**src/design/icache_pkg.sv**
```systemverilog
// ##############################
// Instruction cache package with the
// geometry constants, the request and
// response structs and the lookup FSM states
// ##############################

`default_nettype none

package icache_pkg;

  // Fetch side geometry
  localparam int unsigned FETCH_AW = 32;
  localparam int unsigned FETCH_DW = 32;

  // Line geometry of the direct-mapped cache
  localparam int unsigned LINE_WIDTH = 128;
  localparam int unsigned LINE_COUNT = 16;

  // Address split into tag, index, word select and byte offset
  localparam int unsigned WORD_ALIGN     = 2;
  localparam int unsigned LINE_ALIGN     = 4;
  localparam int unsigned WORD_SEL_WIDTH = LINE_ALIGN - WORD_ALIGN;
  localparam int unsigned INDEX_WIDTH    = $clog2(LINE_COUNT);
  localparam int unsigned TAG_WIDTH      = FETCH_AW - LINE_ALIGN - INDEX_WIDTH;

  typedef struct packed {
    logic [FETCH_AW-1:0] addr;
    logic                cacheable;
  } fetch_req_t;

  // The bypass bit steers the response past the cache arrays
  typedef struct packed {
    logic [FETCH_AW-1:0] addr;
    logic                bypass;
  } fill_req_t;

  typedef struct packed {
    logic [LINE_WIDTH-1:0] line;
    logic                  error;
  } fill_rsp_t;

  typedef struct packed {
    logic [LINE_WIDTH-1:0] line;
    logic                  error;
  } line_rsp_t;

  typedef enum logic [1:0] {
    IDLE,
    TAG_READ,
    MISS_WAIT,
    FLUSH
  } lookup_state_e;

endpackage

`default_nettype wire
```
**src/design/icache_top.sv**
```systemverilog
// ##############################
// Instruction cache top level with the
// fetch port, lookup and refill blocks
// ##############################

`timescale 1ns/1ps
`default_nettype none

module icache_top (
  input  logic                            clk_i,
  input  logic                            rst_n_i,
  input  logic                            inst_valid_i,
  input  logic [icache_pkg::FETCH_AW-1:0] inst_addr_i,
  input  logic                            inst_cacheable_i,
  output logic                            inst_ready_o,
  output logic [icache_pkg::FETCH_DW-1:0] inst_data_o,
  output logic                            inst_error_o,
  input  logic                            flush_valid_i,
  output logic                            flush_ready_o,
  output icache_pkg::fill_req_t           fill_req_o,
  output logic                            fill_req_valid_o,
  input  logic                            fill_req_ready_i,
  input  icache_pkg::fill_rsp_t           fill_rsp_i,
  input  logic                            fill_rsp_valid_i
);

  icache_pkg::fetch_req_t          lookup_req;
  logic                            lookup_req_valid;
  logic                            bypass_req_valid;
  logic [icache_pkg::FETCH_AW-1:0] bypass_addr;
  icache_pkg::line_rsp_t           cache_rsp;
  logic                            cache_rsp_valid;
  icache_pkg::fill_rsp_t           bypass_rsp;
  logic                            bypass_rsp_valid;
  logic                            miss_req_valid;
  logic [icache_pkg::FETCH_AW-1:0] miss_addr;
  icache_pkg::fill_rsp_t           miss_rsp;
  logic                            miss_rsp_valid;
  logic                            busy;

  icache_fetch_port i_fetch_port (
    .clk_i              ( clk_i            ),
    .rst_n_i            ( rst_n_i          ),
    .inst_valid_i       ( inst_valid_i     ),
    .inst_addr_i        ( inst_addr_i      ),
    .inst_cacheable_i   ( inst_cacheable_i ),
    .inst_ready_o       ( inst_ready_o     ),
    .inst_data_o        ( inst_data_o      ),
    .inst_error_o       ( inst_error_o     ),
    .lookup_req_o       ( lookup_req       ),
    .lookup_req_valid_o ( lookup_req_valid ),
    .bypass_req_valid_o ( bypass_req_valid ),
    .bypass_addr_o      ( bypass_addr      ),
    .cache_rsp_i        ( cache_rsp        ),
    .cache_rsp_valid_i  ( cache_rsp_valid  ),
    .bypass_rsp_i       ( bypass_rsp       ),
    .bypass_rsp_valid_i ( bypass_rsp_valid ),
    .busy_o             ( busy             )
  );

  icache_lookup i_lookup (
    .clk_i              ( clk_i            ),
    .rst_n_i            ( rst_n_i          ),
    .lookup_req_i       ( lookup_req       ),
    .lookup_req_valid_i ( lookup_req_valid ),
    .cache_rsp_o        ( cache_rsp        ),
    .cache_rsp_valid_o  ( cache_rsp_valid  ),
    .miss_req_valid_o   ( miss_req_valid   ),
    .miss_addr_o        ( miss_addr        ),
    .miss_rsp_i         ( miss_rsp         ),
    .miss_rsp_valid_i   ( miss_rsp_valid   ),
    .flush_valid_i      ( flush_valid_i    ),
    .busy_i             ( busy             ),
    .flush_ready_o      ( flush_ready_o    )
  );

  icache_refill i_refill (
    .clk_i              ( clk_i            ),
    .rst_n_i            ( rst_n_i          ),
    .miss_req_valid_i   ( miss_req_valid   ),
    .miss_addr_i        ( miss_addr        ),
    .bypass_req_valid_i ( bypass_req_valid ),
    .bypass_addr_i      ( bypass_addr      ),
    .fill_req_o         ( fill_req_o       ),
    .fill_req_valid_o   ( fill_req_valid_o ),
    .fill_req_ready_i   ( fill_req_ready_i ),
    .fill_rsp_i         ( fill_rsp_i       ),
    .fill_rsp_valid_i   ( fill_rsp_valid_i ),
    .miss_rsp_o         ( miss_rsp         ),
    .bypass_rsp_o       ( bypass_rsp       ),
    .miss_rsp_valid_o   ( miss_rsp_valid   ),
    .bypass_rsp_valid_o ( bypass_rsp_valid )
  );

endmodule

`default_nettype wire

```
**src/design/icache_refill.sv**
```systemverilog
// ##############################
// Refill port holding the single
// outstanding line request and routing
// its response back
// ##############################

`timescale 1ns/1ps
`default_nettype none

module icache_refill (
  input  logic                            clk_i,
  input  logic                            rst_n_i,
  input  logic                            miss_req_valid_i,
  input  logic [icache_pkg::FETCH_AW-1:0] miss_addr_i,
  input  logic                            bypass_req_valid_i,
  input  logic [icache_pkg::FETCH_AW-1:0] bypass_addr_i,
  output icache_pkg::fill_req_t           fill_req_o,
  output logic                            fill_req_valid_o,
  input  logic                            fill_req_ready_i,
  input  icache_pkg::fill_rsp_t           fill_rsp_i,
  input  logic                            fill_rsp_valid_i,
  output icache_pkg::fill_rsp_t           miss_rsp_o,
  output icache_pkg::fill_rsp_t           bypass_rsp_o,
  output logic                            miss_rsp_valid_o,
  output logic                            bypass_rsp_valid_o
);

  icache_pkg::fill_req_t req_q;
  logic                  req_valid_q;
  logic                  rsp_wait_q;
  logic                  rsp_valid;

  always_ff @(posedge clk_i) begin
    if (!rst_n_i) begin
      req_valid_q <= 1'b0;
      rsp_wait_q  <= 1'b0;
    end else begin
      if (miss_req_valid_i || bypass_req_valid_i) begin
        req_valid_q <= 1'b1;
      end else if (req_valid_q && fill_req_ready_i) begin
        req_valid_q <= 1'b0;
        rsp_wait_q  <= 1'b1;
      end
      if (rsp_valid) begin
        rsp_wait_q <= 1'b0;
      end
    end
  end

  // Both request kinds go out line aligned and the word is picked at the fetch port
  always_ff @(posedge clk_i) begin
    if (miss_req_valid_i) begin
      req_q.addr   <= {miss_addr_i[icache_pkg::FETCH_AW-1:icache_pkg::LINE_ALIGN],
                       {icache_pkg::LINE_ALIGN{1'b0}}};
      req_q.bypass <= 1'b0;
    end else if (bypass_req_valid_i) begin
      req_q.addr   <= {bypass_addr_i[icache_pkg::FETCH_AW-1:icache_pkg::LINE_ALIGN],
                       {icache_pkg::LINE_ALIGN{1'b0}}};
      req_q.bypass <= 1'b1;
    end
  end

  assign fill_req_o       = req_q;
  assign fill_req_valid_o = req_valid_q;

  // Only the accepted request can be answered
  assign rsp_valid = rsp_wait_q && fill_rsp_valid_i;

  assign miss_rsp_o         = fill_rsp_i;
  assign bypass_rsp_o       = fill_rsp_i;
  assign miss_rsp_valid_o   = rsp_valid && !req_q.bypass;
  assign bypass_rsp_valid_o = rsp_valid && req_q.bypass;

endmodule

`default_nettype wire

```
**src/design/icache_lookup.sv**
```systemverilog
// ##############################
// Direct-mapped lookup with tag, valid and
// data arrays, hit check, miss handling,
// line write and flush
// ##############################

`timescale 1ns/1ps
`default_nettype none

module icache_lookup (
  input  logic                            clk_i,
  input  logic                            rst_n_i,
  input  icache_pkg::fetch_req_t          lookup_req_i,
  input  logic                            lookup_req_valid_i,
  output icache_pkg::line_rsp_t           cache_rsp_o,
  output logic                            cache_rsp_valid_o,
  output logic                            miss_req_valid_o,
  output logic [icache_pkg::FETCH_AW-1:0] miss_addr_o,
  input  icache_pkg::fill_rsp_t           miss_rsp_i,
  input  logic                            miss_rsp_valid_i,
  input  logic                            flush_valid_i,
  input  logic                            busy_i,
  output logic                            flush_ready_o
);

  icache_pkg::lookup_state_e                   state_q;
  icache_pkg::lookup_state_e                   state_d;
  icache_pkg::fetch_req_t                      req_q;
  logic                                        req_en;
  logic [icache_pkg::TAG_WIDTH-1:0]            tag_q   [icache_pkg::LINE_COUNT];
  logic [icache_pkg::LINE_WIDTH-1:0]           data_q  [icache_pkg::LINE_COUNT];
  logic [icache_pkg::LINE_COUNT-1:0]           valid_q;
  logic [icache_pkg::INDEX_WIDTH-1:0]          req_index;
  logic [icache_pkg::TAG_WIDTH-1:0]            req_tag;
  logic                                        hit;
  logic                                        line_write;
  logic                                        flush_clear;

  assign req_index = req_q.addr[icache_pkg::LINE_ALIGN +: icache_pkg::INDEX_WIDTH];
  assign req_tag   = req_q.addr[icache_pkg::FETCH_AW-1 -: icache_pkg::TAG_WIDTH];
  assign hit       = valid_q[req_index] && (tag_q[req_index] == req_tag);

  assign miss_addr_o = {req_tag, req_index, {icache_pkg::LINE_ALIGN{1'b0}}};

  always_comb begin
    state_d           = state_q;
    req_en            = 1'b0;
    cache_rsp_valid_o = 1'b0;
    miss_req_valid_o  = 1'b0;
    flush_ready_o     = 1'b0;
    line_write        = 1'b0;
    flush_clear       = 1'b0;
    // A refilled line is forwarded in the cycle it arrives
    if (state_q == icache_pkg::MISS_WAIT) begin
      cache_rsp_o.line  = miss_rsp_i.line;
      cache_rsp_o.error = miss_rsp_i.error;
    end else begin
      cache_rsp_o.line  = data_q[req_index];
      cache_rsp_o.error = 1'b0;
    end
    case (state_q)
      icache_pkg::IDLE: begin
        if (lookup_req_valid_i) begin
          req_en  = 1'b1;
          state_d = icache_pkg::TAG_READ;
        end else if (flush_valid_i && !busy_i) begin
          state_d = icache_pkg::FLUSH;
        end
      end
      icache_pkg::TAG_READ: begin
        if (hit) begin
          cache_rsp_valid_o = 1'b1;
          state_d           = icache_pkg::IDLE;
        end else begin
          miss_req_valid_o = 1'b1;
          state_d          = icache_pkg::MISS_WAIT;
        end
      end
      icache_pkg::MISS_WAIT: begin
        if (miss_rsp_valid_i) begin
          line_write        = 1'b1;
          cache_rsp_valid_o = 1'b1;
          state_d           = icache_pkg::IDLE;
        end
      end
      icache_pkg::FLUSH: begin
        flush_clear   = 1'b1;
        flush_ready_o = 1'b1;
        state_d       = icache_pkg::IDLE;
        // A fetch captured together with the flush is looked up after the clear
        if (lookup_req_valid_i) begin
          req_en  = 1'b1;
          state_d = icache_pkg::TAG_READ;
        end
      end
      default: state_d = icache_pkg::IDLE;
    endcase
  end

  always_ff @(posedge clk_i) begin
    if (!rst_n_i) begin
      state_q <= icache_pkg::IDLE;
      valid_q <= '0;
    end else begin
      state_q <= state_d;
      if (flush_clear) begin
        valid_q <= '0;
      end else if (line_write) begin
        // Lines that came back with an error are never marked valid
        valid_q[req_index] <= !miss_rsp_i.error;
      end
    end
  end

  always_ff @(posedge clk_i) begin
    if (req_en) begin
      req_q <= lookup_req_i;
    end
    if (line_write) begin
      tag_q[req_index]  <= req_tag;
      data_q[req_index] <= miss_rsp_i.line;
    end
  end

endmodule

`default_nettype wire

```
**src/design/icache_fetch_port.sv**
```systemverilog
// ##############################
// Fetch port of the instruction cache that
// captures one fetch, steers it to the cache
// or the bypass path and returns the word
// ##############################

`timescale 1ns/1ps
`default_nettype none

module icache_fetch_port (
  input  logic                            clk_i,
  input  logic                            rst_n_i,
  input  logic                            inst_valid_i,
  input  logic [icache_pkg::FETCH_AW-1:0] inst_addr_i,
  input  logic                            inst_cacheable_i,
  output logic                            inst_ready_o,
  output logic [icache_pkg::FETCH_DW-1:0] inst_data_o,
  output logic                            inst_error_o,
  output icache_pkg::fetch_req_t          lookup_req_o,
  output logic                            lookup_req_valid_o,
  output logic                            bypass_req_valid_o,
  output logic [icache_pkg::FETCH_AW-1:0] bypass_addr_o,
  input  icache_pkg::line_rsp_t           cache_rsp_i,
  input  logic                            cache_rsp_valid_i,
  input  icache_pkg::fill_rsp_t           bypass_rsp_i,
  input  logic                            bypass_rsp_valid_i,
  output logic                            busy_o
);

  icache_pkg::fetch_req_t                      req_q;
  logic                                        busy_q;
  logic                                        lookup_valid_q;
  logic                                        bypass_valid_q;
  logic                                        ready_q;
  logic [icache_pkg::FETCH_DW-1:0]             data_q;
  logic                                        error_q;
  logic                                        capture;
  logic                                        rsp_valid;
  logic [icache_pkg::LINE_WIDTH-1:0]           rsp_line;
  logic                                        rsp_error;
  logic [icache_pkg::WORD_SEL_WIDTH-1:0]       word_sel;

  // The requester still holds its valid during the ready cycle, so that
  // cycle must not start a new fetch
  assign capture = inst_valid_i && !busy_q && !ready_q;

  assign rsp_valid = busy_q && (cache_rsp_valid_i || bypass_rsp_valid_i);
  assign rsp_line  = cache_rsp_valid_i ? cache_rsp_i.line  : bypass_rsp_i.line;
  assign rsp_error = cache_rsp_valid_i ? cache_rsp_i.error : bypass_rsp_i.error;
  assign word_sel  = req_q.addr[icache_pkg::LINE_ALIGN-1:icache_pkg::WORD_ALIGN];

  always_ff @(posedge clk_i) begin
    if (!rst_n_i) begin
      busy_q         <= 1'b0;
      lookup_valid_q <= 1'b0;
      bypass_valid_q <= 1'b0;
      ready_q        <= 1'b0;
    end else begin
      // Requests to the lookup and the bypass path are single-cycle pulses
      lookup_valid_q <= capture && inst_cacheable_i;
      bypass_valid_q <= capture && !inst_cacheable_i;
      ready_q        <= rsp_valid;
      if (capture) begin
        busy_q <= 1'b1;
      end else if (rsp_valid) begin
        busy_q <= 1'b0;
      end
    end
  end

  always_ff @(posedge clk_i) begin
    if (capture) begin
      req_q <= '{addr: inst_addr_i, cacheable: inst_cacheable_i};
    end
    if (rsp_valid) begin
      data_q  <= rsp_line[word_sel*icache_pkg::FETCH_DW +: icache_pkg::FETCH_DW];
      error_q <= rsp_error;
    end
  end

  assign lookup_req_o       = req_q;
  assign lookup_req_valid_o = lookup_valid_q;
  assign bypass_req_valid_o = bypass_valid_q;
  assign bypass_addr_o      = req_q.addr;
  assign inst_ready_o       = ready_q;
  assign inst_data_o        = data_q;
  assign inst_error_o       = error_q;
  assign busy_o             = busy_q;

endmodule

`default_nettype wire

```
**config.mk**
```make
export PLATFORM = sky130hd
export DESIGN_NAME = icache_top
export DESIGN_NICKNAME = d
export VERILOG_FILES = /design/src/design/icache_pkg.sv /design/src/design/icache_top.sv /design/src/design/icache_refill.sv /design/src/design/icache_lookup.sv /design/src/design/icache_fetch_port.sv
export SDC_FILE = /design/constraint.sdc
export NUM_CORES = 2
export LEC_CHECK = 0
export BUFFER_PORTS_ARGS = -buffer_cell sky130_fd_sc_hd__buf_4
export CAP_MARGIN = 20
export CORE_UTILIZATION = 55
export CTS_CLUSTER_SIZE = 30
export DETAILED_ROUTE_END_ITERATION = 16
export GPL_TIMING_DRIVEN = 0
export PLACE_DENSITY = 0.74
export SYNTH_ARGS = -nofsm -noshare
export SYNTH_HDL_FRONTEND = slang
export SYNTH_SLANG_ARGS = --single-unit
```
**constraint.sdc**
```tcl
create_clock -name clk_i -period 14.2 [get_ports clk_i]
set_clock_uncertainty 0.2 [all_clocks]
set_input_delay 1.42 -clock clk_i [delete_from_list [all_inputs] [get_ports clk_i]]
set_output_delay 1.42 -clock clk_i [all_outputs]
set_load 0.05 [all_outputs]
```
# --- After elaboration in Yosys (flattened, before gate mapping) ---
# Memories as Yosys holds them, arrays and structs flattened. A register that Yosys moved wholly into a read port is not among the register bits.
# Cells that the tools add are included.
totals:
  register_bits: 150
  ramBits: 2432
  in_bits: 168
  out_inout_bits: 69
  elab_cells: 88
  n_memories: 2
op_classes:
  n_lt_le_gt_ge: 2
  eq_ne: 6
  shift: 1
  n_mux: 33
  bitwise_logic: 2
  n_reduce_logical: 28
memory_table:
  columns: ["name", "words", "word_bits", "read_ports", "rd_clocked_by_memory_dff", "write_ports", "line", "text"]
  rows:
  - ["i_lookup.data_q", 16, 128, 1, 1, 1, "icache_lookup.sv:31", "logic [icache_pkg::LINE_WIDTH-1:0] data_q [icache_pkg::LINE_COUNT];"]
  - ["i_lookup.tag_q", 16, 24, 1, 1, 1, "icache_lookup.sv:30", "logic [icache_pkg::TAG_WIDTH-1:0] tag_q [icache_pkg::LINE_COUNT];"]
op_table:
  columns: ["operator", "count"]
  rows:
  - ["129-bit 2-to-1 mux", 1]
  - ["128-bit 2-to-1 mux", 1]
  - ["128-bit by 8-bit variable part select with 32-bit output", 1]
  - ["33-bit 2-to-1 mux", 2]
  - ["24-bit equality test", 1]
  - ["1-bit 2-to-1 mux", 18]
  - ["16-bit bitwise mux", 1]
  - ["1-bit logical AND", 12]
  - ["2-bit 2-to-1 mux", 4]
  - ["4-bit 2-to-1 mux", 2]
  - ["2-bit case mux with 4 select lines", 1]
  - ["2-bit nonzero test", 3]
  - ["2-bit OR reduction", 3]
  - ["1-bit zero test", 5]
  - ["4-bit by 5-bit < comparator with 1-bit output (second input constant)", 1]
  - ["1-bit binary-select mux with 4-bit select", 1]
  - ["1-bit demux with 4-bit select", 1]
  - ["2-bit equality test (second input constant)", 2]
  - ["4-bit by 1-bit greater-or-equal comparator with 1-bit output (second input constant)", 1]
  - ["2-bit AND reduction", 2]
  - ["3-bit by 2-bit != test with 1-bit output (second input constant)", 1]
  - ["2-bit by 1-bit equality test with 1-bit output (second input constant)", 1]
  - ["2-bit zero test", 1]
  - ["1-bit logical OR", 2]
  - ["3 further kinds", 4]

# --- Depth between registers and ports, before layout ---
logic_depth:
  depth_word: 9
  mapped_depth: 17
  depth_no_buf: 10

# --- Modules after synthesis ---
# A second synthesis with hierarchy kept.
unflattened:
  cells_unflattened: 4403
  hier_area_um2: 102940.0
modules_own_cells:
  columns: ["module", "instances", "cells_per_inst", "area_per_inst_um2", "seq_area_each_um2"]
  rows:
  - ["icache_lookup", 1, 3836, 95203.8, 74311.3]
  - ["icache_fetch_port", 1, 225, 4496.8, 2062.0]
  - ["icache_refill", 1, 342, 3239.4, 900.9]

# --- Worst setup path after synthesis ---
# No wires, ideal clock.
synth_path:
  kind: "input to register"
  from: "input fill_rsp_valid_i"
  to: "register i_lookup.valid_q[0] in the netlist's numbering"
  setup_ns: 0.555
  arrival_ns: 12.742
  t_required_ns: 13.445
  slack_ns: 0.703
  cell_stages: 5
  path_buffers: 0
  path_cell_list: "nand2_1 -> nor2_1 -> nand4_1 -> nor3_1 -> a211oi_1"
synth_between:
  elab_chain_cells: 4
synth_lines:
  columns: ["element", "line", "text"]
  rows:
  - ["start: declaration", "icache_top.sv:24", "input logic fill_rsp_valid_i"]
  - ["1-bit logical AND", "icache_refill.sv:67", "assign rsp_valid = rsp_wait_q && fill_rsp_valid_i;"]
  - ["1-bit logical AND", "icache_refill.sv:71", "assign miss_rsp_valid_o = rsp_valid && !req_q.bypass;"]
  - ["1-bit 2-to-1 mux", "icache_lookup.sv:80", "if (miss_rsp_valid_i) begin"]
  - ["1-bit 2-to-1 mux", "icache_lookup.sv:61", "case (state_q)"]
  - ["end signal: indexed assignment", "icache_lookup.sv:110", "valid_q[req_index] <= !miss_rsp_i.error;"]
  - ["end: declaration", "icache_lookup.sv:32", "logic [icache_pkg::LINE_COUNT-1:0] valid_q;"]
# Every way passes these cells.
# A chain may end at the register's enable or synchronous reset.

==> results.py <==
metrics = {
    "grt": {
        "grt_use_met2_pct": 48.6,
        "use_met3_pct": 4.57,
        "grt_max_degree": 37,
        "overflow": 0,
        "top_usage_layer": "met2",
        "grt_pass1_vias": 48700,
        "antenna_found_initial": 40,
        "grt_usage_pct": 28.4,
        "grt_pass1_wl_um": 359000,
        "gr-usage-met1_pct": 37.0,
    },
    "placed_design": {
        "place_inst": 6897,
        "gp_congestion": 0.822,
        "dp_hpwl_um": 170000,
        "portBuffers": 229,
    },
    "pwr": {
        "total_power_mw": 16.5,
        "pwr-share-comb_pct": 11.1,
        "ir_worst_vdd_uv": 138,
        "power.share.sequential_pct": 51.5,
        "clkPwrFrac_pct": 37.4,
        "pwr_density_cell_mw_per_mm2": 142,
        "power.leakage_nw": 36.9,
        "p_switching_mw": 3.86,
        "p_int_mw": 12.6,
        "p_sw_share_pct": 23.5,
    },
    "drt": {
        "routed_wl_um": 258000,
        "drtIter0Drc": 6934,
        "post_drt_wl_per_cell_um": 34.9,
        "first_pass_iters": 6,
        "via_per_inst": 6.57,
        "vias": 48500,
        "ant_nets": 0,
        "drcViolationCount": 0,
    },
    "clocking": {
        "clkSlewWorstSetupHoldPaths_ns": 0.06,
        "cts_tree": "yes",
        "cts-resized-gates": 0,
        "cts-hold-fix-buffers": 0,
        "insertion_delay_ns": 0.88,
        "cts.sinks": 2580,
        "numCtsBuffers": 238,
        "cts_root_buffer": "clkbuf_16",
        "cts_buffer_depth": 3,
        "post_cts_buffers": 0,
        "cts.htree.levels": 4,
    },
    "floorplanning": {
        "die_h_um": 427,
        "initial_utilization_pct": 55.5,
        "core_mm2": 0.179,
        "die_w_um": 427,
        "rows": 155,
        "ios": 237,
        "die-area_mm2": 0.183,
    },
    "logic_synthesis": {
        "synthCells": 4093,
        "synth_top_area_share_pct": 77.0,
        "synthTopCellsByArea": "edfxtp_1 (77%), mux4_2 (16%), mux2_2 (1.5%)",
        "ys_ff_latch": 2580,
        "synth_xor_area_share_pct": 0.229,
        "ys.flop_type": "edfxtp_1",
        "synth-simple-area-share_pct": 0.815,
        "synth_compound_area_share_pct": 0.808,
        "synth_cell_types": 66,
        "syn_area_mm2": 0.0995,
        "yosysWarnings": 0,
        "synth_top_family_by_area": "multiplexers",
        "synth_edf_count": 2551,
        "avgSynthCellArea_um2": 24.3,
        "synth_mux_area_share_pct": 19.3,
        "yosysSeqAreaShare_pct": 77.5,
        "post-synth-top-area-cell": "edfxtp_1",
        "synth_fa_ha_area_share_pct": 0.0628,
        "synth-async-reset-ratio_pct": 0,
    },
    "worst_setup_path": {
        "worst_ep_required_time_ns": 14.55,
        "rrSetupSlack_ns": 8.47,
        "critPathMaxFanout": 10,
        "critPathCaptureType": "register",
        "cp.arrival_ns": 6.08,
        "r2r_end": "i_fetch_port.inst_data_o[13]",
        "path_class": "reg -> reg",
        "worstSetupStartpointType": "register",
        "endpoint": "i_fetch_port.inst_data_o[13]",
        "r2r_cells": 9,
    },
    "timing": {
        "worstMarginPinSlew_ns": 1.15,
        "relSlewSlack_pct": 23.4,
        "timing.fmax_mhz": 175,
        "rsz0062_at_grt": "no",
        "hold_viol": 0,
        "setup_viol": 0,
        "layout_min_cycle_time_ns": 5.73,
        "final_max_slew_viol_count": 0,
        "finalSetupTns_ns": 0,
        "fin_crit_sh_pct": 40.3,
        "hold_ws_ns": 0.247,
    },
    "finish": {
        "drive_gt1_share_pct": 34.8,
        "final_cell_mix": "edfxtp_1 (2551), mux4_2 (711), buf_4 (247), clkbuf_16 (239), clkbuf_1 (135)",
        "finalNonFillerCells": 7376,
        "final_common_cell": "edfxtp_1",
        "syn2layout_area_growth_pct": 16.2,
        "nNetsFinal": 4969,
        "post-route-util_pct": 64.6,
    },
    "min_path": {
        "hold_class": "reg -> reg",
    },
    "outcome": {
        "outcome": "finished, final reports clean",
    },
    "job": {
        "maxCapViolCount": 0,
    },
}
[cell usage after synthesis (2+ instances only)]
library cell and instances:
edfxtp_1 2551, mux4_2 711, mux2_2 131, clkbuf_1 90
mux2i_1 71, buf_2 57, nand3_1 41, buf_1 39
mux4_1 39, nor2_1 38, inv_1 33, nand2_1 30
dfxtp_1 29, xnor2_1 26, o21ai_0 19, a211oi_1 18
buf_6 18, o21ai_1 18, a22oi_1 15, a21oi_1 13
nor2b_1 11, buf_4 10, nor3_1 7, nand2b_1 6
nand4_1 6, ha_1 5, and3_1 4, a2bb2oi_1 3
a31oi_1 3, and2_1 3, o21a_1 3, o31ai_1 3
a221oi_2 2, a22o_1 2, and2b_1 2, buf_12 2
clkbuf_2 2, o2111ai_1 2, o211ai_1 2, o22ai_1 2
[worst min-delay path by stage]
stage               cells past startpoint  slack (ns)                           start                       end
global route                            0        0.25   i_fetch_port.bypass_addr_o[9]   i_lookup.miss_addr_o[9]
CTS                                     0        0.25   i_fetch_port.bypass_addr_o[9]   i_lookup.miss_addr_o[9]
floorplan                               0        0.23  i_fetch_port.bypass_addr_o[10]  i_lookup.miss_addr_o[10]
finish                                  0        0.25  i_fetch_port.bypass_addr_o[23]  i_lookup.miss_addr_o[23]
global placement                        0        0.23  i_fetch_port.bypass_addr_o[21]  i_lookup.miss_addr_o[21]
detailed placement                      0        0.23  i_fetch_port.bypass_addr_o[23]  i_lookup.miss_addr_o[23]
[power groups by stage]
stage / Clock (mW) / Combinational [mW] / Sequential, mW
after floorplan: 0 / 1.04 / 8.72
after global placement: 0 / 1.75 / 8.64
after detailed placement: 0 / 1.80 / 8.63
after CTS: 6.19 / 1.82 / 8.47
after global routing: 6.46 / 1.91 / 8.47
final: 6.15 / 1.84 / 8.47
[critical path, cell delays in order (launching register included)]
cell	delay [ns]
dfxtp_1	0.35
buf_2	0.34
buf_2	0.43
buf_2	0.48
buf_2	0.49
clkbuf_1	0.85
clkbuf_1	0.82
mux4_2	0.42
mux2_2	0.34
mux4_1	0.67
[through the flow]
step | worst slack (ns) | area [um2]
after global routing | 8.40 | 116000
after floorplan | 0.703 | 99600
after global placement | -14.77 | 104000
final | 8.47 | 116000
after CTS | 8.51 | 115000
after detailed placement | 8.50 | 108000
[per-layer routing]
layer,vias up,routed length [um]
met3,505,25200
met5,-,50
met2,3104,134000
li1,19100,-
met1,25700,89000
met4,8,9820
[cell type report]
type | count | area [um2]
antenna | 24 | 60.1
buffer | 218 | 1100
clock buffer | 287 | 6180
clock inverter | 154 | 1280
fill | 11300 | 63500
inverter | 34 | 128
multi-input combinational | 1264 | 21300
sequential | 2580 | 77200
tap | 2355 | 2950
timing repair buffer | 460 | 5540
[cells by family after synthesis]
| kind of cell | count (synthesis) |
|---|---|
| flops | 2580 |
| mux | 952 |
| buf+inv | 252 |
| simple gates | 160 |
| compound gates | 117 |
| xor+xnor | 26 |
| fa+ha+maj | 5 |
| other cells | 1 |
[state kept, by name (all words and copies together) (netlist names), 2 cells and up, named ones only]
signal / flops
i_lookup.state_q: 2
i_lookup.tag_q: 384
i_fetch_port.inst_data_o: 32
i_fetch_port.bypass_addr_o: 30
i_lookup.data_q: 2048
i_lookup.miss_addr_o: 28
i_lookup.valid_q: 16
i_refill.fill_req_o: 29
Power figures use the tool's default switching activity.
